### src/rtl/cpu7_pkg.sv
// sizes, address map, word types, opcodes, sequencer states and bus structs for cpu7

`default_nettype none

package cpu7_pkg;

	localparam int cores = 4;
	localparam int core_idx_w = $clog2(cores);
	localparam int program_words = 256;
	localparam int region_words = program_words / cores; // one region per core
	localparam int stack_depth = 8;
	localparam int stack_idx_w = $clog2(stack_depth);
	localparam int sp_w = $clog2(stack_depth + 1); // holds 0..stack_depth
	localparam int pc_w = 8;
	localparam int value_w = 32;
	localparam int word_w = 16;
	localparam int payload_w = 14;
	localparam int shift_w = $clog2(value_w) + 1;

	// apb address map
	localparam int apb_addr_w = 12;
	localparam logic [apb_addr_w-1:0] addr_ctrl = 12'h800; // also end of program window
	localparam logic [apb_addr_w-1:0] addr_status = 12'h804;
	localparam logic [apb_addr_w-1:0] addr_out_base = 12'h810;

	// top two bits of every program word
	typedef enum logic [1:0] {
		wt_dnl = 2'b00, // data, more words follow
		wt_dat = 2'b01, // data, last word, push
		wt_cpu = 2'b10, // instruction in payload[3:0]
		wt_ign = 2'b11
	} word_type_e;

	typedef enum logic [3:0] {
		op_nop,
		op_add,
		op_sub,
		op_and,
		op_xor,
		op_dup,
		op_drop,
		op_swap,
		op_out,
		op_halt
	} opcode_e;

	typedef enum logic [2:0] {
		s_idle,
		s_start,
		s_before_read,
		s_read_word,
		s_decode_word,
		s_wait_core,
		s_next_core
	} seq_state_e;

	// broadcast to all cores, only the enabled one acts
	typedef struct packed {
		logic push_en;
		logic instr_en;
		logic [value_w-1:0] push_value;
		opcode_e opcode;
	} core_cmd_t;

	typedef struct packed {
		logic psel;
		logic penable;
		logic pwrite;
		logic [apb_addr_w-1:0] paddr;
		logic [31:0] pwdata;
	} apb_req_t;

	typedef struct packed {
		logic [31:0] prdata;
		logic pready;
		logic pslverr;
	} apb_rsp_t;

endpackage

`default_nettype wire

### src/rtl/apb_host_port.sv
// apb slave: program load, run control, status and output register readback

`default_nettype none

module apb_host_port (
	input wire logic clk,
	input wire logic rst_n,
	input wire cpu7_pkg::apb_req_t apb_req,
	output cpu7_pkg::apb_rsp_t apb_rsp,
	output logic ram_we,
	output logic [cpu7_pkg::pc_w-1:0] ram_waddr,
	output logic [cpu7_pkg::word_w-1:0] ram_wdata,
	output logic [cpu7_pkg::pc_w-1:0] ram_raddr,
	input wire logic [cpu7_pkg::word_w-1:0] ram_rdata,
	output logic start,
	input wire logic busy,
	input wire logic done,
	input wire logic [cpu7_pkg::cores-1:0] halted,
	input wire logic [cpu7_pkg::cores-1:0][cpu7_pkg::value_w-1:0] out_values
);

	logic access;
	logic is_prog;
	logic is_ctrl;
	logic is_status;
	logic is_out;
	logic err;
	logic [cpu7_pkg::apb_addr_w-1:0] out_offs;

	assign access = apb_req.psel && apb_req.penable;
	assign out_offs = apb_req.paddr - cpu7_pkg::addr_out_base;

	assign is_prog = apb_req.paddr < cpu7_pkg::addr_ctrl;
	assign is_ctrl = apb_req.paddr == cpu7_pkg::addr_ctrl;
	assign is_status = apb_req.paddr == cpu7_pkg::addr_status;
	assign is_out = (apb_req.paddr >= cpu7_pkg::addr_out_base) &&
		(out_offs < cpu7_pkg::apb_addr_w'(4 * cpu7_pkg::cores)) && (apb_req.paddr[1:0] == 2'b00);

	// unmapped, writes to read-only regs, program writes during a run
	assign err = !(is_prog || is_ctrl || is_status || is_out) ||
		(apb_req.pwrite && (is_status || is_out)) ||
		(apb_req.pwrite && is_prog && busy);

	assign ram_we = access && apb_req.pwrite && is_prog && !busy;
	assign ram_waddr = apb_req.paddr[cpu7_pkg::pc_w+1:2];
	assign ram_raddr = apb_req.paddr[cpu7_pkg::pc_w+1:2];
	assign ram_wdata = apb_req.pwdata[cpu7_pkg::word_w-1:0];

	always_ff @(posedge clk) begin
		if (!rst_n)
			start <= 1'b0;
		else
			start <= access && apb_req.pwrite && is_ctrl && apb_req.pwdata[0]; // one cycle
	end

	always_comb begin
		apb_rsp.prdata = '0;
		if (is_prog)
			apb_rsp.prdata = 32'(ram_rdata);
		else if (is_status)
			apb_rsp.prdata = 32'({halted, 2'b00, done, busy});
		else if (is_out)
			apb_rsp.prdata = out_values[out_offs[cpu7_pkg::core_idx_w+1:2]];
		apb_rsp.pready = 1'b1; // no wait states
		apb_rsp.pslverr = access && err;
	end

endmodule

`default_nettype wire

### config.mk
export PLATFORM = sky130hd
export DESIGN_NAME = apb_host_port
export DESIGN_NICKNAME = d
export VERILOG_FILES = /design/src/rtl/cpu7_pkg.sv /design/src/rtl/apb_host_port.sv
export SDC_FILE = /design/constraint.sdc
export NUM_CORES = 1
export LEC_CHECK = 0
export BUFFER_PORTS_ARGS = -buffer_cell sky130_fd_sc_hd__buf_2
export CORE_AREA = 2 2 104 106
export CTS_CLUSTER_DIAMETER = 100
export DETAILED_ROUTE_END_ITERATION = 8
export DIE_AREA = 0 0 106 108
export GPL_ROUTABILITY_DRIVEN = 0
export HOLD_SLACK_MARGIN = 0.03
export PLACE_DENSITY = 0.48
export SLEW_MARGIN = 15
export SYNTH_ARGS = -nofsm -noshare
export SYNTH_HDL_FRONTEND = slang
export SYNTH_SLANG_ARGS = --single-unit
export TNS_END_PERCENT = 10
### constraint.sdc
create_clock -name clk -period 2.1 [get_ports clk]
set_input_delay 0.42 -clock clk [delete_from_list [all_inputs] [get_ports clk]]
set_output_delay 0.42 -clock clk [all_outputs]
set_load 0.01 [all_outputs]
==> results.sh <==
export IMPL_async_reset_ff_frac=0
export IMPL_syn_to_final_growth_pct=64.9
export IMPL_start_util=0.159
export IMPL_crit_fanout=15
export IMPL_overflow=0
export IMPL_ys_flop_type="dfxtp_1"
export IMPL_postRouteAntennaNets=0
export IMPL_status="complete, no violations"
export IMPL_peakVddDrop_uv=84.3
export IMPL_critical_path_class="in2out"
export IMPL_slew_violations=0
export IMPL_io_buffers=219
export IMPL_core_area_um2=10200
export IMPL_syn_avg_cell_area_um2=9.53
export IMPL_synth_edff_count=0
export IMPL_syn_area_um2=1630
export IMPL_io_pin_count=267
export IMPL_hold_viol=0
export IMPL_grt_pass1_vias=2070
export IMPL_largest_register_ffs=1
export IMPL_final_nets=556
export IMPL_firstDrtPassIters=4
export IMPL_drc=0
export IMPL_fin_crit_ns=2.05
export IMPL_grt_start_max_net_pins=23
export IMPL_regMostFlops="start"
export IMPL_ctsHoldBuffers=0
export IMPL_worst_hold_slack_ns=0.679
export IMPL_ys_top_cells_by_count="buf_4, inv_1, mux4_2"
export IMPL_synth_largest_area_cell="mux4_2"
export IMPL_ys_types=26
export IMPL_setup_worst_path_end_class="output pin"
export IMPL_yosys_top_cells_area="mux4_2, buf_4, mux4_1"
export IMPL_setup_viol=0
export IMPL_viasPerCell=4.14
export IMPL_dp_final_hpwl_um=6470
export IMPL_synth_cells=171
export IMPL_drt_iter0_markers=75
export IMPL_maxCapViolations=0
export IMPL_power_density_nw_per_um2=171
export IMPL_n_antenna_cell=0
export IMPL_routedWlPerCell_um=14.7
export IMPL_p_leak_uw=0.00148
export IMPL_rows=37
export IMPL_setup_tns_ns=0
export IMPL_grt_first_pass_wirelength_um=10400
export IMPL_crit_required_ns=1.68
export IMPL_layout_drive_gt1_share=0.741
export IMPL_die_area_um2=11400
export IMPL_track_usage=0.112
export IMPL_worstPathArrival_ns=1.63
export IMPL_routed_wl_um=7220
export IMPL_die_x_um=106
export IMPL_finalCritPeriodShare=0.974
export IMPL_antenna_found_initial=1
export IMPL_synth_seq_cells=1
export IMPL_clk_pin_slew_worst_paths_ns=0
export IMPL_synth_seq_area_share=0.0123
export IMPL_clock_fmax_ghz=0.489
export IMPL_synth_fp_nets=370
export IMPL_min_path_type="in2reg"
export IMPL_top_regs="start x1"
export IMPL_yosys_area_top_type_share=0.359
export IMPL_start_kind="input pin"
export IMPL_via_count=2031
export IMPL_die_height_um=108
export IMPL_ys_warn_count=0
## final timing paths
| check | from | endpoint | depth (start not counted) |
|---|---|---|---|
| worst min-delay path | apb_req[0] | start | 3 |
| worst max-delay path | apb_req[34] | apb_rsp[2] | 6 |
## where the power goes
part / switching [µW] / internal, µW / total, µW / leakage [µW]
sequential: 0.0000544 / 19.4 / 19.4 / 0.00000805
combinational: 168 / 273 / 441 / 0.00147
clock: 0 / 0 / 0 / 0
## cell families (layout without fill, tap and decap cells)
group                  count (synthesis)  in the layout  synth area share
other                                  1              1           0.00230
muxes                                 32             32             0.456
and+or+nand+nor                       39             39             0.153
buffers and inverters                 79            263             0.292
DFF                                    1              1            0.0123
AOI/OAI and AO/OA                     19             19            0.0852
## what timing repair did
| action | CTS | global route |
|---|---|---|
| resized for setup | 0 | 8 |
| endpoints found under the setup margin | 0 | 9 |
| hold endpoints to repair | 0 | 0 |
| buffers inserted | 0 | 1 |
## routing by layer
metal,track usage,wire length [µm],up-vias
met5,0,0,-
met4,0.00564,42,0
met2,0.218,3770,128
li1,-,-,967
met1,0.131,2700,928
met3,0.0247,710,8
## layout make-up
class	count	area (µm²)
timing repair buffer	230	1220
inverter	33	124
tap	136	170
fill	1141	7540
sequential	1	20.0
multi-input combinational	91	1150
## worst max-delay path: stages
cell,delay [ns]
buf_2,0.14
buf_12,0.17
mux4_1,0.55
inv_1,0.07
o221ai_1,0.11
buf_2,0.16
## metrics by stage
stage / std cells / total power, µW / area (µm²) / utilization / setup slack [ns]
final: 491 / 460 / 2690 / 0.263 / 0.0539
after global routing: 491 / 500 / 2690 / 0.263 / -0.00266
after CTS: 490 / 458 / 2660 / 0.260 / 0.0192
after detailed placement: 490 / 457 / 2660 / 0.260 / 0.0154
after global placement: 490 / 448 / 2660 / 0.260 / 0.0381
after floorplan: 171 / 290 / 1630 / - / 0.253
## placed cells by master, fill, tap and decap left out
master      n
buf_2     219
inv_1      33
mux4_2     28
nor2b_1    16
o22ai_1    10
nand2b_1    7
buf_4       7
mux4_1      4
o221ai_1    4
nand3_1     4
nor2_1      3
buf_12      3
nand4_1     2
o221ai_2    2
nor4_4      1
nor3b_2     1
and4bb_1    1
nor3_1      1
nor4_2      1
a21oi_1     1
or3_1       1
a41o_1      1
o311ai_1    1
nor4_1      1
conb_1      1
buf_6       1
dfxtp_1     1
Note: power is estimated with default switching activity, not from simulation.
