### config.mk
export PLATFORM = sky130hd
export DESIGN_NAME = program_ram
export DESIGN_NICKNAME = d
export VERILOG_FILES = /design/src/rtl/cpu7_pkg.sv /design/src/rtl/program_ram.sv
export SDC_FILE = /design/constraint.sdc
export NUM_CORES = 2
export LEC_CHECK = 0
export BUFFER_PORTS_ARGS = -buffer_cell sky130_fd_sc_hd__buf_2
export CAP_MARGIN = 15
export CORE_ASPECT_RATIO = 0.75
export CORE_UTILIZATION = 50
export CTS_CLUSTER_SIZE = 10
export DETAILED_ROUTE_END_ITERATION = 12
export PLACE_DENSITY = 0.65
export SETUP_SLACK_MARGIN = 0.02
export SYNTH_ARGS = -nofsm -noshare
export SYNTH_HDL_FRONTEND = slang
export SYNTH_SLANG_ARGS = --single-unit
### constraint.sdc
create_clock -name clk -period 3.3 [get_ports clk]
set_clock_uncertainty 0.05 [all_clocks]
set_input_delay 0.33 -clock clk [delete_from_list [all_inputs] [get_ports clk]]
set_output_delay 0.33 -clock clk [all_outputs]
set_load 0.01 [all_outputs]
### src/rtl/cpu7_pkg.sv
// sizes, address map, word types, opcodes, sequencer states and bus structs for cpu7

`default_nettype none

package cpu7_pkg;

	localparam int cores = 4;
	localparam int core_idx_w = $clog2(cores);
	localparam int program_words = 256;
	localparam int region_words = program_words / cores; // one region per core
	localparam int stack_depth = 8;
	localparam int stack_idx_w = $clog2(stack_depth);
	localparam int sp_w = $clog2(stack_depth + 1); // holds 0..stack_depth
	localparam int pc_w = 8;
	localparam int value_w = 32;
	localparam int word_w = 16;
	localparam int payload_w = 14;
	localparam int shift_w = $clog2(value_w) + 1;

	// apb address map
	localparam int apb_addr_w = 12;
	localparam logic [apb_addr_w-1:0] addr_ctrl = 12'h800; // also end of program window
	localparam logic [apb_addr_w-1:0] addr_status = 12'h804;
	localparam logic [apb_addr_w-1:0] addr_out_base = 12'h810;

	// top two bits of every program word
	typedef enum logic [1:0] {
		wt_dnl = 2'b00, // data, more words follow
		wt_dat = 2'b01, // data, last word, push
		wt_cpu = 2'b10, // instruction in payload[3:0]
		wt_ign = 2'b11
	} word_type_e;

	typedef enum logic [3:0] {
		op_nop,
		op_add,
		op_sub,
		op_and,
		op_xor,
		op_dup,
		op_drop,
		op_swap,
		op_out,
		op_halt
	} opcode_e;

	typedef enum logic [2:0] {
		s_idle,
		s_start,
		s_before_read,
		s_read_word,
		s_decode_word,
		s_wait_core,
		s_next_core
	} seq_state_e;

	// broadcast to all cores, only the enabled one acts
	typedef struct packed {
		logic push_en;
		logic instr_en;
		logic [value_w-1:0] push_value;
		opcode_e opcode;
	} core_cmd_t;

	typedef struct packed {
		logic psel;
		logic penable;
		logic pwrite;
		logic [apb_addr_w-1:0] paddr;
		logic [31:0] pwdata;
	} apb_req_t;

	typedef struct packed {
		logic [31:0] prdata;
		logic pready;
		logic pslverr;
	} apb_rsp_t;

endpackage

`default_nettype wire

### src/rtl/program_ram.sv
// program word memory, one write port, async read ports for sequencer and host

`default_nettype none

module program_ram (
	input wire logic clk,
	input wire logic we,
	input wire logic [cpu7_pkg::pc_w-1:0] waddr,
	input wire logic [cpu7_pkg::word_w-1:0] wdata,
	input wire logic [cpu7_pkg::pc_w-1:0] raddr,
	output logic [cpu7_pkg::word_w-1:0] rdata,
	input wire logic [cpu7_pkg::pc_w-1:0] host_raddr,
	output logic [cpu7_pkg::word_w-1:0] host_rdata
);

	logic [cpu7_pkg::word_w-1:0] mem [cpu7_pkg::program_words];

	always_ff @(posedge clk) begin
		if (we)
			mem[waddr] <= wdata;
	end

	assign rdata = mem[raddr]; // sequencer fetch
	assign host_rdata = mem[host_raddr]; // apb readback

endmodule

`default_nettype wire

==> results.py <==
metrics = {
    "setup_path": {
        "cpLargestDelayFamily": "simple AND/OR/NAND/NOR gates",
        "largest_driver_fanout_on_the_critical_path": 2,
        "crit_path_start_kind": "register",
        "cp_data_required_time_ns": 2.92,
        "worstPathArrival_ns": 3.74,
        "worstSetupPathType": "reg2out",
        "crit_path_max_incr_delay_ns": 0.41,
        "timing.critical_path.cells": "mux2i_1 -> o221ai_2 -> nor3_2 -> nor4_4 -> buf_4 -> nand4_1 -> buf_6 -> nor4_4 -> buf_4 -> and3_4 -> buf_6",
        "critPathCaptureType": "output pin",
        "worst-path-buf-inv": 4,
        "slowest_stage": "sky130_fd_sc_hd__nor4_4",
    },
    "sta": {
        "worst-slew-pin-transition_ns": 1.395,
        "layout_setup_ws_ns": -0.8246,
        "final-setup-viol-count": 32,
        "timing.final.max_slew_violations": 0,
        "grt_setup_unrepaired": "true",
        "finalCriticalPeriod_ns": 4.125,
        "final-hold-violation-count": 0,
        "maxSlewHeadroom_pct": 6.992,
        "clock.fmax_mhz": 242.5,
        "share_of_the_cycle_needed_by_the_critical_path_after_routing_pct": 125.0,
    },
    "final_layout": {
        "fillers": 27160,
        "postLayoutCoreUtil_pct": 59.77,
        "syn_to_final_growth_pct": 18.99,
        "largest_register_ffs": 4096,
        "finalNetCount": 11710,
        "layout_top_registers": "mem (4096)",
        "post-route-cell-area_um2": 227200,
        "top_register": "mem",
        "drive_above_1_share_pct": 40.50,
    },
    "floorplanning": {
        "core.rowCount": 196,
        "design.die.area_um2": 384400,
        "core_area_um2": 380100,
        "num_io_pins": 74,
        "floorplan.die.width_um": 715.6,
        "start_util_pct": 50.23,
        "height_of_the_chip_um": 537.2,
    },
    "synthesis": {
        "yosysWarnings": 0,
        "ys_dominant_reg_cell": "sky130_fd_sc_hd__edfxtp_1",
        "ys_top_cells_by_area": "sky130_fd_sc_hd__edfxtp_1 64%, sky130_fd_sc_hd__mux4_2 20%, sky130_fd_sc_hd__mux2i_1 5.4%, sky130_fd_sc_hd__o221ai_1 1.9%, sky130_fd_sc_hd__o22ai_1 0.92%",
        "asyncSetResetFlopFracSynth_pct": 0,
        "number_of_unique_standard_cell_types_used_by_synthesis": 58,
        "synth.area.mux_share_pct": 25.26,
        "post-synth-top-area-cell": "sky130_fd_sc_hd__edfxtp_1",
        "synth_xor_xnor_area_share_pct": 0,
        "yosys.cell_count.top_type": "sky130_fd_sc_hd__edfxtp_1",
        "synth_simple_gate_area_share_pct": 2.435,
        "synth_largest_type_area_fraction_pct": 64.42,
        "avgSynthCellArea_um2": 18.90,
        "adder_cell_fraction_of_synth_area_pct": 0,
        "synth_top_family_by_area": "multiplexers",
        "synth_commonest_cells": "4,096 x sky130_fd_sc_hd__edfxtp_1, 1,688 x sky130_fd_sc_hd__mux4_2, 1,021 x sky130_fd_sc_hd__mux2i_1",
        "yosys_register_bits": 4096,
        "syn-num-nets": 10150,
        "syn_area_um2": 190900,
        "synth-compound-area-share_pct": 5.414,
        "syn-instance-count": 10100,
        "synth_edf_count": 4096,
        "synth.yosys.seq_area_share_pct": 64.42,
    },
    "outcome": {
        "failed_checks": "negative setup slack",
        "status": "finished with violations",
    },
    "power_and_ir_drop": {
        "power.switching_fraction_pct": 24.17,
        "p_comb_share_pct": 11.0,
        "power_switching_mw": 27.70,
        "cell_internal_pwr_mw": 86.89,
        "leakage_nw": 75.05,
        "pwr_density_cell_nw_per_um2": 504.3,
        "pwr-share-clk_pct": 38.9,
        "sequentialPowerShare_pct": 50.1,
        "ir_worst_vdd_mv": 0.5517,
        "total_power_mw": 114.6,
    },
    "global_route": {
        "grt_antenna_before_repair": 59,
        "first_global_vias": 119100,
        "grt_max_degree": 123,
        "globalRouteMet3Util_pct": 16.31,
        "top_usage_layer": "met1",
        "met2_usage_pct": 49.98,
        "global_route_wire_length_before_repair_mm": 964.7,
        "grt_util_met1_pct": 50.50,
        "gr-total-overflow": 0,
        "groute.usage.overall_pct": 36.35,
    },
    "detailed_routing": {
        "firstDrtPassIters": 8,
        "vias_per_cell": 7.316,
        "detail_route.drc_violations": 0,
        "totalWireLength_mm": 706.6,
        "vias": 123100,
        "drtIter0Drc": 21480,
        "wl_per_cell_um": 41.99,
        "route.antenna.remaining_nets": 0,
    },
    "clocking": {
        "cts_tree": "yes",
        "tritoncts.num_buffers": 453,
        "clockRootBuffer": "sky130_fd_sc_hd__clkbuf_16",
        "clock_path_buffers": 4,
        "cts_num_sinks": 4096,
        "h-tree-depth": 5,
        "worst_setup_hold_path_clk_slew_ns": 0.06,
    },
    "placement": {
        "area_post_placement_um2": 211000,
        "dp_hpwl_mm": 474.2,
        "gp_congestion": 1.033,
        "port_buffers": 73,
    },
    "min_path": {
        "worst_hold_path_type": "in2reg",
    },
    "run": {
        "max_cap_check_violation_count": 0,
    },
}
==> power by group through the flow <==
stage               logic, mW  clock network [mW]  registers [mW]
floorplan                5.43                   0            58.5
CTS                      12.1                44.7            57.4
finish                   12.6                44.6            57.4
global placement         11.3                   0            58.5
detailed placement       11.4                   0            58.5
global route             12.8                46.5            57.4
==> cell families (layout without fill, tap and decap cells) <==
group           after synthesis  count (layout)
compound gates             1414            1414
buf+inv                     856            2497
flops                      4096            4096
mux                        2709            2709
other cells                   0              36
simple gates               1028            1028
==> cells in the final DEF (no fill, tap or decap), drive strengths merged, types with 4 or more instances in the layout <==
cell type and instances:
a2111oi 39, a211o 26, a211oi 25, a21oi 210
a221oi 48, a22o 55, a22oi 119, and3 18
and4 12, and4b 4, buf 1931, bufbuf 4
clkbuf 507, clkinv 22, diode 36, dlygate4sd3 16
edfxtp 4096, inv 15, mux2i 1021, mux4 1688
nand2 257, nand2b 11, nand3 83, nand4 30
nor2 355, nor2b 13, nor3 185, nor4 39
o211ai 59, o21ai 74, o21bai 11, o221ai 418
o22ai 284, o311ai 12, o31ai 27, or2 4
==> per-stage QoR <==
step | setup slack, ns | hold WS [ns] | setup TNS, ns | std cells
finish | -0.8246 | 0.05427 | -20.72 | 16830
global route | -0.8199 | 0.07263 | -20.77 | 16800
CTS | -0.8823 | 0.0006219 | -20.80 | 16780
detailed placement | -1.584 | 0.7692 | -29.81 | 16230
global placement | -2.607 | 0.7529 | -33.10 | 16230
floorplan | 0.4036 | 0.3789 | 0 | 10100
==> layer usage <==
layer / up-vias / share of wire (%)
met5: - / 0.13
met4: 40 / 4.9
met3: 1557 / 17
met2: 10260 / 41
met1: 64450 / 36
li1: 46820 / -
==> path summary, 6_finish.rpt <==
| check | startpoint | end | slack [ns] | depth (start not counted) |
|---|---|---|---|---|
| worst max-delay path | mem[207][3]$_DFFE_PP_ | host_rdata[3] | -0.82 | 11 |
| worst min-delay path | waddr[7] | mem[249][3]$_DFFE_PP_ | 0.05 | 4 |
==> timing repair <==
action / 4_1_cts / 5_1_grt
cloned: 5 / 3
hold buffers: 15 / 1
resized for setup: 525 / 139
pin swaps: 178 / 89
setup buffers: 27 / 14
endpoints found under the setup margin: 32 / 32
hold endpoints to repair: 835 / 1
==> cell type report <==
cell class,instances,area [um^2],share of cell area [%]
Clock inverter,33,495.5,0.2181
Clock buffer,497,11560,5.090
Timing Repair Buffer,1961,18700,8.229
Antenna cell,36,90.09,0.03965
Multi-Input combinational cell,5151,67000,29.49
Sequential cell,4096,123000,54.13
Inverter,6,41.29,0.01817
Tap cell,5049,6317,2.780
Power figures use the tool's default switching activity.
