### src/rtl/cpu7_pkg.sv
// sizes, address map, word types, opcodes, sequencer states and bus structs for cpu7

`default_nettype none

package cpu7_pkg;

	localparam int cores = 4;
	localparam int core_idx_w = $clog2(cores);
	localparam int program_words = 256;
	localparam int region_words = program_words / cores; // one region per core
	localparam int stack_depth = 8;
	localparam int stack_idx_w = $clog2(stack_depth);
	localparam int sp_w = $clog2(stack_depth + 1); // holds 0..stack_depth
	localparam int pc_w = 8;
	localparam int value_w = 32;
	localparam int word_w = 16;
	localparam int payload_w = 14;
	localparam int shift_w = $clog2(value_w) + 1;

	// apb address map
	localparam int apb_addr_w = 12;
	localparam logic [apb_addr_w-1:0] addr_ctrl = 12'h800; // also end of program window
	localparam logic [apb_addr_w-1:0] addr_status = 12'h804;
	localparam logic [apb_addr_w-1:0] addr_out_base = 12'h810;

	// top two bits of every program word
	typedef enum logic [1:0] {
		wt_dnl = 2'b00, // data, more words follow
		wt_dat = 2'b01, // data, last word, push
		wt_cpu = 2'b10, // instruction in payload[3:0]
		wt_ign = 2'b11
	} word_type_e;

	typedef enum logic [3:0] {
		op_nop,
		op_add,
		op_sub,
		op_and,
		op_xor,
		op_dup,
		op_drop,
		op_swap,
		op_out,
		op_halt
	} opcode_e;

	typedef enum logic [2:0] {
		s_idle,
		s_start,
		s_before_read,
		s_read_word,
		s_decode_word,
		s_wait_core,
		s_next_core
	} seq_state_e;

	// broadcast to all cores, only the enabled one acts
	typedef struct packed {
		logic push_en;
		logic instr_en;
		logic [value_w-1:0] push_value;
		opcode_e opcode;
	} core_cmd_t;

	typedef struct packed {
		logic psel;
		logic penable;
		logic pwrite;
		logic [apb_addr_w-1:0] paddr;
		logic [31:0] pwdata;
	} apb_req_t;

	typedef struct packed {
		logic [31:0] prdata;
		logic pready;
		logic pslverr;
	} apb_rsp_t;

endpackage

`default_nettype wire

### src/rtl/stack_core.sv
// stack core: program pointer, data stack, alu and output register

`default_nettype none

module stack_core #(
	parameter int core_index = 0
) (
	input wire logic clk,
	input wire logic rst_n,
	input wire logic en,
	input wire logic restart,
	input wire logic step,
	input wire cpu7_pkg::core_cmd_t cmd,
	output logic [cpu7_pkg::pc_w-1:0] pc,
	output logic idle,
	output logic halted,
	output logic [cpu7_pkg::value_w-1:0] out_value
);

	logic [cpu7_pkg::value_w-1:0] stack [cpu7_pkg::stack_depth];
	logic [cpu7_pkg::sp_w-1:0] sp; // number of entries
	logic [cpu7_pkg::stack_idx_w-1:0] top_idx;
	logic [cpu7_pkg::stack_idx_w-1:0] sec_idx;
	logic [cpu7_pkg::stack_idx_w-1:0] push_idx;
	logic [cpu7_pkg::stack_idx_w-1:0] res_idx;
	logic [cpu7_pkg::value_w-1:0] top;
	logic [cpu7_pkg::value_w-1:0] second;
	logic [cpu7_pkg::value_w-1:0] alu_res;
	logic push_go;
	logic exec;

	assign push_go = en && cmd.push_en;
	assign exec = en && cmd.instr_en;

	assign top_idx = cpu7_pkg::stack_idx_w'(sp - 1'b1);
	assign sec_idx = cpu7_pkg::stack_idx_w'(sp - 2'd2);
	assign push_idx = cpu7_pkg::stack_idx_w'(sp);
	assign res_idx = (sp >= 2) ? sec_idx : '0; // short stack: result lands at bottom

	// missing operands read as zero
	assign top = (sp >= 1) ? stack[top_idx] : '0;
	assign second = (sp >= 2) ? stack[sec_idx] : '0;

	always_comb begin
		case (cmd.opcode)
			cpu7_pkg::op_add: alu_res = second + top;
			cpu7_pkg::op_sub: alu_res = second - top;
			cpu7_pkg::op_and: alu_res = second & top;
			cpu7_pkg::op_xor: alu_res = second ^ top;
			default: alu_res = '0;
		endcase
	end

	always_ff @(posedge clk) begin
		if (push_go) begin
			stack[push_idx] <= cmd.push_value;
		end else if (exec) begin
			case (cmd.opcode)
				cpu7_pkg::op_add, cpu7_pkg::op_sub, cpu7_pkg::op_and, cpu7_pkg::op_xor:
					stack[res_idx] <= alu_res;
				cpu7_pkg::op_dup:
					stack[push_idx] <= top;
				cpu7_pkg::op_swap:
					if (sp >= 2) begin // needs two entries, else no change
						stack[top_idx] <= second;
						stack[sec_idx] <= top;
					end
				default: ;
			endcase
		end
	end

	always_ff @(posedge clk) begin
		if (!rst_n || restart) begin
			pc <= cpu7_pkg::pc_w'(core_index * cpu7_pkg::region_words); // region start
			sp <= '0;
			idle <= 1'b1;
			halted <= 1'b0;
			out_value <= '0;
		end else begin
			idle <= !(push_go || exec); // low for the execute cycle only
			if (en && step)
				pc <= pc + 1'b1;
			if (push_go) begin
				sp <= sp + 1'b1;
			end else if (exec) begin
				case (cmd.opcode)
					cpu7_pkg::op_add, cpu7_pkg::op_sub, cpu7_pkg::op_and, cpu7_pkg::op_xor:
						sp <= (sp >= 2) ? sp - 1'b1 : cpu7_pkg::sp_w'(1);
					cpu7_pkg::op_dup:
						sp <= sp + 1'b1;
					cpu7_pkg::op_drop:
						if (sp != 0)
							sp <= sp - 1'b1;
					cpu7_pkg::op_out:
						out_value <= top; // no pop
					cpu7_pkg::op_halt:
						halted <= 1'b1;
					default: ;
				endcase
			end
		end
	end

endmodule

`default_nettype wire

### config.mk
export PLATFORM = sky130hd
export DESIGN_NAME = stack_core
export DESIGN_NICKNAME = d
export VERILOG_FILES = /design/src/rtl/cpu7_pkg.sv /design/src/rtl/stack_core.sv
export SDC_FILE = /design/constraint.sdc
export NUM_CORES = 1
export LEC_CHECK = 0
export BUFFER_PORTS_ARGS = -buffer_cell sky130_fd_sc_hd__buf_4
export CORE_ASPECT_RATIO = 0.9
export CORE_MARGIN = 1
export CORE_UTILIZATION = 50
export CTS_CLUSTER_DIAMETER = 200
export DETAILED_ROUTE_END_ITERATION = 10
export HOLD_SLACK_MARGIN = 0.08
export PLACE_DENSITY = 0.72
export SYNTH_ARGS = -nofsm -noshare
export SYNTH_HDL_FRONTEND = slang
export SYNTH_SLANG_ARGS = --single-unit
### constraint.sdc
create_clock -name clk -period 6.16 [get_ports clk]
set_clock_uncertainty 0.1 [all_clocks]
set_input_delay 0.308 -clock clk [delete_from_list [all_inputs] [get_ports clk]]
set_output_delay 0.308 -clock clk [all_outputs]
set_load 0.02 [all_outputs]
==> results.yml <==
synthesis:
  synth_edf_count: 256
  synthMostInstantiatedCell: "nand2_1"
  synth_area_mm2: 0.02095
  ys_top_cells_by_count: "nand2_1, edfxtp_1, nor2_1"
  synth_top_area_cell: "edfxtp_1"
  seq_area_frac_synth_pct: 41.10
  synth_top_area_share_pct: 36.70
  synth_compound_area_share_pct: 19.35
  synth-adder-area-share_pct: 4.576
  synth-simple-area-share_pct: 12.53
  yosys_warnings: 0
  syn_area_per_cell_um2: 10.14
  synth.distinct_cells: 78
  syn-num-nets: 2185
  synth.area.mux_share_pct: 15.29
  synth-xor-area-share_pct: 2.676
  synthCells: 2066
  synth_top_family_by_area: "compound AO/OA/AOI/OAI gates"
  async_flop_share_pct: 0
  yosys-top-cells-area: "edfxtp_1, mux4_2, nand2_1"
  ys.flop_type: "edfxtp_1"
  synth_seq_cells: 302
floorplanning:
  ios: 85
  initial_core_util_pct: 51.10
  coreArea_mm2: 0.04099
  die_area_mm2: 0.04272
  die_y_um: 196.2
  num_rows: 70
  die_width_um: 217.8
outcome:
  status: "complete, no violations"
cells_and_area:
  synthToLayoutAreaGrowth_pct: 14.09
  drive_gt1_share_pct: 20.05
  nets: 2238
  fillers: 3412
clock_tree:
  cts_tree: "yes"
  cts_root_buf: "clkbuf_16"
  clock_path_buffers: 3
  clkTransAtPathRegs_ns: 0.07
  cts_buffers: 35
  clkLatencyLatePin_ns: 0.56
  cts_max_level: 2
  cts.sinks: 302
timing:
  worst_slew_pin_slew_ns: 1.188
  holdWs_ns: 0.08633
  relSlewSlack_pct: 20.51
  fmax_mhz: 168.6
  rsz0062_at_grt: "false"
  hold_viol: 0
  finalSetupViolCount: 0
  fin_crit_sh_pct: 96.28
  fin_tns_setup_ns: 0
  period_needed_ns: 5.931
  slew_violations: 0
grt:
  antenna_found_initial: 1
  grt_usage_pct: 34.93
  grt_pass1_wl_mm: 111.0
  grt_max_degree: 47
  grt_overflow: 0
  grt_pass1_vias: 17600
worst_setup_path:
  rrSetupSlack_ns: 0.23
  worstPathArrival_ns: 6.08
  required_ns: 6.31
  critical_path.max_fanout: 20
  critPathKind: "flop to flop"
  cp-start-kind: "flop"
  crit_path_end_kind: "flop"
route:
  drc: 0
  avgViaCountPerCell: 6.871
  wl_per_cell_um: 27.67
  finalWirelength_mm: 74.34
  drt_iter0_markers: 3078
  ant_nets: 0
  num_vias: 18460
  firstDrtPassIters: 8
worst_hold_path:
  hold_class: "input pin to flop"
place:
  numPortBuffers: 84
  hpwl_mm: 51.74
  gp_congestion: 1.074
power:
  powerDensity_mw_per_mm2: 241.1
  irDropWorstVdd_mv: 0.2267
  p_leak_nw: 8.636
job:
  maxCapViolations: 0
==> layer usage <==
metal	GRT usage (%)	part of all wire [%]
met4	14.14	3.6
met1	48.63	39
met2	51.39	44
met5	0	0
met3	9.659	14
==> report_power, final <==
group	switching (W)	internal [W]	leakage, nW
clock	0.000890	0.00121	0.558
combinational	0.000861	0.000543	5.40
sequential	0.00000863	0.00225	2.68
total	0.00176	0.00400	8.64
==> layout make-up <==
class	count	area, um2	area share (%)
Antenna cell	1	2.502	0.01047
Clock buffer	46	972.2	4.068
Clock inverter	17	167.7	0.7016
Inverter	30	112.6	0.4712
Multi-Input combinational cell	1542	11680	48.87
Sequential cell	302	8613	36.04
Tap cell	540	675.6	2.827
Timing Repair Buffer	208	1675	7.010
==> per-stage QoR <==
step,setup slack [ns],instance area [um2],utilization (%),std cells,total power [W]
2_1_floorplan,0.01583,20980,-,2066,0.003220
3_3_place_gp,0.1612,22580,55.10,2615,0.003611
3_5_place_dp,0.05701,22580,55.10,2615,0.003629
4_1_cts,0.09482,23770,57.99,2683,0.005698
5_1_grt,0.003122,23900,58.30,2685,0.005938
6_report,0.2291,23900,58.30,2686,0.005761
==> cells in the final DEF, fill, tap and decap left out, types with 7 or more instances in the layout <==
cell type and instances:
nand2_1 275, dfxtp_1 44, o21a_1 15, xnor2_1 33, xor2_1 30, a22o_1 51
ha_1 72, o21ai_0 184, o21ai_4 8, clkbuf_16 36, o221ai_1 7, nor3_1 27
o21ai_1 13, o211ai_1 35, nand3_1 28, mux2_2 18, o22ai_1 7, and3_1 14
a21o_1 23, mux4_2 102, mux4_1 16, nand2b_1 7, a221oi_1 17, a222oi_1 7
buf_4 195, edfxtp_1 256, a211oi_1 48, inv_1 28, buf_12 8, a21oi_1 104
a31oi_1 21, nor2_1 213, a22oi_1 24, mux2i_1 27
==> flip-flops by register name, summed over array words and instances, names as in the netlist <==
| register | cells |
|---|---|
| halted | 1 |
| idle | 1 |
| out_value | 32 |
| pc | 8 |
| sp | 4 |
| stack | 256 |
==> logic make-up after synthesis <==
logic type,after synthesis
adder cells (fa/ha/maj),76
multiplexers,164
flip-flops,302
AND/OR/NAND/NOR,616
XOR/XNOR,64
buffers and inverters,222
AO/OA/AOI/OAI,622
==> critical path: stages, from the launching register on <==
cell	delay, ns
dfxtp_4	0.41
inv_1	0.12
ha_4	0.31
buf_12	0.13
buf_12	0.18
mux4_2	0.34
a22o_1	0.33
nor4b_4	0.24
and2_1	0.20
nand3_2	0.10
buf_4	0.17
or4_4	0.60
o31ai_4	0.22
xnor2_1	0.09
ha_1	0.39
and4_1	0.26
a211oi_1	0.35
o21a_1	0.21
o31ai_2	0.09
a211o_1	0.31
nand2_1	0.29
o211ai_1	0.14
==> path summary, 6_finish.rpt <==
kind                               startpoint             to  depth (start not counted)
worst max-delay path                    sp[0]   stack[4][28]                         21
worst max register to register          sp[0]   stack[4][28]                         21
worst min-delay path                   cmd[2]         halted                          4
worst min register to register  out_value[31]  out_value[31]                          2
==> what timing repair did <==
item                                    4_1_cts  5_1_grt
buffers inserted                              1        2
hold buffers                                  4        0
gates resized for setup                       0       25
pin swaps                                     1        2
endpoints found under the setup margin        1       65
endpoints found under the hold margin         4        0
Note: power is estimated with default switching activity, not from simulation.
