===== src/rtl/cpu7_pkg.sv =====
// sizes, address map, word types, opcodes, sequencer states and bus structs for cpu7

`default_nettype none

package cpu7_pkg;

	localparam int cores = 4;
	localparam int core_idx_w = $clog2(cores);
	localparam int program_words = 256;
	localparam int region_words = program_words / cores; // one region per core
	localparam int stack_depth = 8;
	localparam int stack_idx_w = $clog2(stack_depth);
	localparam int sp_w = $clog2(stack_depth + 1); // holds 0..stack_depth
	localparam int pc_w = 8;
	localparam int value_w = 32;
	localparam int word_w = 16;
	localparam int payload_w = 14;
	localparam int shift_w = $clog2(value_w) + 1;

	// apb address map
	localparam int apb_addr_w = 12;
	localparam logic [apb_addr_w-1:0] addr_ctrl = 12'h800; // also end of program window
	localparam logic [apb_addr_w-1:0] addr_status = 12'h804;
	localparam logic [apb_addr_w-1:0] addr_out_base = 12'h810;

	// top two bits of every program word
	typedef enum logic [1:0] {
		wt_dnl = 2'b00, // data, more words follow
		wt_dat = 2'b01, // data, last word, push
		wt_cpu = 2'b10, // instruction in payload[3:0]
		wt_ign = 2'b11
	} word_type_e;

	typedef enum logic [3:0] {
		op_nop,
		op_add,
		op_sub,
		op_and,
		op_xor,
		op_dup,
		op_drop,
		op_swap,
		op_out,
		op_halt
	} opcode_e;

	typedef enum logic [2:0] {
		s_idle,
		s_start,
		s_before_read,
		s_read_word,
		s_decode_word,
		s_wait_core,
		s_next_core
	} seq_state_e;

	// broadcast to all cores, only the enabled one acts
	typedef struct packed {
		logic push_en;
		logic instr_en;
		logic [value_w-1:0] push_value;
		opcode_e opcode;
	} core_cmd_t;

	typedef struct packed {
		logic psel;
		logic penable;
		logic pwrite;
		logic [apb_addr_w-1:0] paddr;
		logic [31:0] pwdata;
	} apb_req_t;

	typedef struct packed {
		logic [31:0] prdata;
		logic pready;
		logic pslverr;
	} apb_rsp_t;

endpackage

`default_nettype wire


===== src/rtl/word_sequencer.sv =====
// round-robin word sequencer: fetch, accumulate and dispatch for each core in turn

`default_nettype none

module word_sequencer (
	input wire logic clk,
	input wire logic rst_n,
	input wire logic start,
	input wire logic [cpu7_pkg::word_w-1:0] rdata,
	output logic [cpu7_pkg::pc_w-1:0] raddr,
	input wire logic [cpu7_pkg::cores-1:0][cpu7_pkg::pc_w-1:0] pcs,
	input wire logic [cpu7_pkg::cores-1:0] idle,
	input wire logic [cpu7_pkg::cores-1:0] halted,
	output logic [cpu7_pkg::cores-1:0] core_sel,
	output logic restart,
	output logic step,
	output cpu7_pkg::core_cmd_t cmd,
	output logic busy,
	output logic done
);

	cpu7_pkg::seq_state_e state;
	cpu7_pkg::word_type_e wtype;
	logic [cpu7_pkg::core_idx_w-1:0] active; // core whose turn it is
	logic [cpu7_pkg::core_idx_w-1:0] next_idx;
	logic [cpu7_pkg::core_idx_w-1:0] cand;
	logic [cpu7_pkg::word_w-1:0] word_q;
	logic [cpu7_pkg::value_w-1:0] accum;
	logic [cpu7_pkg::value_w-1:0] accum_next;
	logic [cpu7_pkg::shift_w-1:0] shift_cnt;
	logic is_data;
	logic turn_end; // last decoded word was dispatched

	assign raddr = pcs[active];
	assign wtype = cpu7_pkg::word_type_e'(word_q[15:14]);
	assign is_data = (wtype == cpu7_pkg::wt_dnl) || (wtype == cpu7_pkg::wt_dat);

	// payload beyond value_w falls off
	assign accum_next = accum | (cpu7_pkg::value_w'(word_q[cpu7_pkg::payload_w-1:0]) << shift_cnt);

	assign restart = (state == cpu7_pkg::s_start);
	assign step = (state == cpu7_pkg::s_decode_word);
	assign core_sel = (state == cpu7_pkg::s_idle || state == cpu7_pkg::s_start) ? '0 :
		cpu7_pkg::cores'(1) << active;

	always_comb begin
		cmd.push_en = (state == cpu7_pkg::s_decode_word) && (wtype == cpu7_pkg::wt_dat);
		cmd.instr_en = (state == cpu7_pkg::s_decode_word) && (wtype == cpu7_pkg::wt_cpu);
		cmd.push_value = accum_next;
		cmd.opcode = cpu7_pkg::opcode_e'(word_q[3:0]);
	end

	// first non-halted core after the active one, wrapping
	always_comb begin
		next_idx = active;
		for (int k = cpu7_pkg::cores; k >= 1; k--) begin
			cand = cpu7_pkg::core_idx_w'((int'(active) + k) % cpu7_pkg::cores);
			if (!halted[cand])
				next_idx = cand;
		end
	end

	always_ff @(posedge clk) begin
		if (!rst_n) begin
			state <= cpu7_pkg::s_idle;
			active <= '0;
			busy <= 1'b0;
			done <= 1'b0;
			turn_end <= 1'b0;
		end else begin
			case (state)
				cpu7_pkg::s_idle:
					if (start) begin
						busy <= 1'b1;
						done <= 1'b0;
						state <= cpu7_pkg::s_start;
					end
				cpu7_pkg::s_start: begin
					active <= '0; // cores restart this cycle
					state <= cpu7_pkg::s_before_read;
				end
				cpu7_pkg::s_before_read:
					state <= cpu7_pkg::s_read_word;
				cpu7_pkg::s_read_word:
					state <= cpu7_pkg::s_decode_word;
				cpu7_pkg::s_decode_word: begin
					turn_end <= (wtype == cpu7_pkg::wt_dat) || (wtype == cpu7_pkg::wt_cpu);
					state <= cpu7_pkg::s_wait_core;
				end
				cpu7_pkg::s_wait_core:
					if (idle[active])
						state <= turn_end ? cpu7_pkg::s_next_core : cpu7_pkg::s_read_word;
				cpu7_pkg::s_next_core:
					if (&halted) begin // run finished
						busy <= 1'b0;
						done <= 1'b1;
						state <= cpu7_pkg::s_idle;
					end else begin
						active <= next_idx;
						state <= cpu7_pkg::s_before_read;
					end
				default:
					state <= cpu7_pkg::s_idle;
			endcase
		end
	end

	// datapath
	always_ff @(posedge clk) begin
		if (state == cpu7_pkg::s_before_read) begin
			accum <= '0;
			shift_cnt <= '0;
		end
		if (state == cpu7_pkg::s_read_word)
			word_q <= rdata;
		if (state == cpu7_pkg::s_decode_word && is_data) begin
			accum <= accum_next;
			if (shift_cnt < cpu7_pkg::value_w) // saturate once past the top
				shift_cnt <= shift_cnt + cpu7_pkg::shift_w'(cpu7_pkg::payload_w);
		end
	end

endmodule

`default_nettype wire


===== config.mk =====
export PLATFORM = sky130hd
export DESIGN_NAME = word_sequencer
export DESIGN_NICKNAME = d
export VERILOG_FILES = /design/src/rtl/cpu7_pkg.sv /design/src/rtl/word_sequencer.sv
export SDC_FILE = /design/constraint.sdc
export NUM_CORES = 1
export LEC_CHECK = 0
export BUFFER_PORTS_ARGS = -buffer_cell sky130_fd_sc_hd__buf_2
export CAP_MARGIN = 20
export CORE_UTILIZATION = 49
export CTS_BUF_LIST = sky130_fd_sc_hd__clkbuf_16
export CTS_CLUSTER_SIZE = 30
export DETAILED_ROUTE_END_ITERATION = 12
export GPL_TIMING_DRIVEN = 0
export PLACE_DENSITY = 0.78
export SLEW_MARGIN = 20
export SYNTH_ARGS = -nofsm -noshare
export SYNTH_HDL_FRONTEND = slang
export SYNTH_SLANG_ARGS = --single-unit

===== constraint.sdc =====
create_clock -name clk -period 2.45 [get_ports clk]
set_clock_uncertainty 0.1 [all_clocks]
set_input_delay 0.49 -clock clk [delete_from_list [all_inputs] [get_ports clk]]
set_output_delay 0.49 -clock clk [all_outputs]
set_load 0.05 [all_outputs]

==> key figures <==
Timing
  • Setup TNS: -14,870 ps
  • Maximum clock rate: 323 MHz
  • Fin crit share: 1.26
  • RSZ-0062 raised after global routing: yes
  • Final min period: 3090 ps
  • Final Max Tran Viols: 0
  • Final setup margin: -644 ps
  • Measured slew at the worst slew-check pin: 831 ps
  • Slew margin rel.: 0.445
  • Final Hold Viols: 0
  • Final setup viols: 36

Global routing
  • GRT Overall Usage: 0.306
  • First-pass GRT wire length: 20,600 um
  • Initial antenna violation count: 0
  • Pin count of the biggest net entering global routing: 33
  • Vias in the first global route: 3,998
  • GRT overflow: 0

Clocking
  • Clk_lat worst skew: 330 ps
  • Root buf cell: clkbuf_16
  • CTS tree: done
  • Clock slew at reported path FFs: 50 ps
  • H-Tree Level Count: 3
  • Clock Path Buffers: 2
  • Clk sinks: 62
  • TritonCTS Buffers: 9

Floorplanning
  • Die area: 9190 um^2
  • Initial Util: 0.515
  • I/O pins: 113
  • Core Footprint: 8380 um^2
  • # rows: 33
  • Die H: 95.9 um
  • Die width: 95.9 um

Setup path
  • Crit path DAT: 2500 ps
  • WS Path Type: flip-flop to output port
  • Crit path launch: shift_cnt[0]
  • Crit path required time: 1860 ps
  • Reg2Reg Depth: 10
  • R2R Path Start: shift_cnt[0]
  • Worst reg-to-reg setup slack: -140 ps
  • Critical-path maximum fanout: 6
  • CP startpoint kind: flip-flop
  • CP endpoint kind: output port
  • Critical R2R Capture: accum[19]

Power
  • Lkg Pwr: 2.50 nW
  • Worst vdd ir: 0.000398 V
  • Pwr dens: 768 nW/um^2

Synth
  • Post-synth top area cell: edfxtp_1
  • Post-synth EDFFs: 49
  • YS warnings: 0
  • Synthesized area per cell: 10.8 um^2
  • Yosys cell types: 63
  • Syn nets: 468
  • Most common cell in the netlist: edfxtp_1
  • Synth top cells by count: 49 x edfxtp_1, 37 x and2_1, 32 x nand2_1
  • Commonest register cell after synthesis: edfxtp_1
  • Register bit total from synthesis: 62
  • Sequential cell area fraction in the yosys report: 0.401
  • Ys async rst share: 0
  • Synth area leaders: edfxtp_1 34%, mux4_2 8.9%, dfxtp_1 6.0%
  • Post-Syn Instances: 401
  • Yosys top cell area share: 0.341
  • Cell area after synthesis: 4320 um^2

Layout
  • Filler cells: 591
  • Finished layout cell area: 6110 um^2
  • Layout cells sized above 1: 0.483
  • Diode count: 0
  • Area grow syn2layout: 41.5%
  • Post-layout nets: 619

Detailed routing
  • Vias per inst: 6.36
  • Antenna Nets Post-Route: 0
  • Total number of vias: 4,208
  • Residual DRC: 0
  • Routed len/inst: 21.0 um
  • WL final: 13,900 um
  • Drt pass-1 iters: 5
  • Initial DRC count: 384

Job
  • Max Cap Viol: 0

Place
  • Detail Placement HPWL: 9450 um
  • GP Congestion: 1.01
  • Placed inst area: 5080 um^2
  • Dpl ws: -386 ps
  • PortBufs: 112

Status
  • Status: finished, violations left
  • Violated checks: setup timing

Hold path
  • Worst Hold Launch: rdata[0]
  • Hold/Removal Path Class: primary input to flip-flop
  • Hold Path Stages: 1
  • Hold EP: word_q[0]
[worst max-delay path: stages, from the launching register on]
cell,delay [ps]
edfxtp_1,410
buf_6,160
buf_12,140
buf_12,130
mux2_4,330
a22oi_2,160
o211ai_1,240
a221o_1,420
buf_6,170
[flip-flops by register name, indices dropped and copies added (netlist names)]
name       cells
turn_end       1
state          3
busy           1
accum         32
word_q        16
shift_cnt      6
done           1
active         2
[cell families after synthesis]
family	Yosys count	synth area share
AND/OR/NAND/NOR	142	0.176
AO/OA/AOI/OAI	92	0.157
flip-flops	62	0.401
multiplexers	52	0.188
buffers and inverters	44	0.0519
adder cells (fa/ha/maj)	8	0.0232
XOR/XNOR	1	0.00203
[timing repair]
action / 4_1_cts / 5_1_grt
gates resized for setup: 105 / 57
cloned: 1 / 2
setup buffers: 14 / 14
endpoints found under the setup margin: 46 / 52
hold buffers: 0 / 0
pin swaps: 14 / 21
[layout make-up]
cell class	instances	area, um^2	share of cell area
multi-input combinational	295	2660	0.435
timing repair buffer	142	1070	0.175
buffer	32	225	0.0369
sequential	62	1730	0.283
tap	105	131	0.0215
clock inverter	7	35.0	0.00574
clock buffer	9	225	0.0369
inverter	10	37.5	0.00615
[metrics by stage]
step | hold slack, ps | util | instances | power, W
detailed placement | 399 | 0.607 | 618 | 0.00299
floorplan | 338 | - | 401 | 0.00254
global placement | 365 | 0.606 | 618 | 0.00297
CTS | 224 | 0.693 | 648 | 0.00445
finish | 230 | 0.729 | 662 | 0.00469
global route | 226 | 0.729 | 662 | 0.00485
[worst max-delay path by stage]
stage                     slack, ps         to  cells past startpoint
after detailed placement       -390    cmd[20]                      7
final                          -640    cmd[28]                      8
after floorplan                -120  accum[26]                      6
after CTS                      -600    cmd[20]                      9
after global routing           -680    cmd[28]                      8
after global placement         -360    cmd[20]                      7
[metal layers]
metal / share of wire / GRT usage
met3: 0.095 / 0.0750
met5: 0 / 0
met2: 0.48 / 0.502
met4: 0.048 / 0.139
met1: 0.38 / 0.381
[power by group]
part / switching (W) / internal (W)
Sequential: 0.0000482 / 0.00123
Combinational: 0.00135 / 0.000930
Clock: 0.000466 / 0.000667
Total: 0.00187 / 0.00282
[layout by cell type, fill, tap and decap left out, types with 7 or more instances in the layout]
cell type,synthesis,final
buf_2,7,87
edfxtp_1,49,49
buf_6,1,37
and2_1,37,31
nand2_1,32,30
buf_4,4,27
nor2_1,22,20
mux4_2,17,19
inv_1,10,13
dfxtp_1,13,13
mux2_4,6,12
a21o_1,13,12
clkbuf_16,0,10
o21ai_0,15,9
nor2b_1,9,9
a21oi_1,10,8
mux2i_1,15,8
nand3_1,8,7
o211ai_1,7,7
ha_1,8,7
Power figures use the tool's default switching activity.
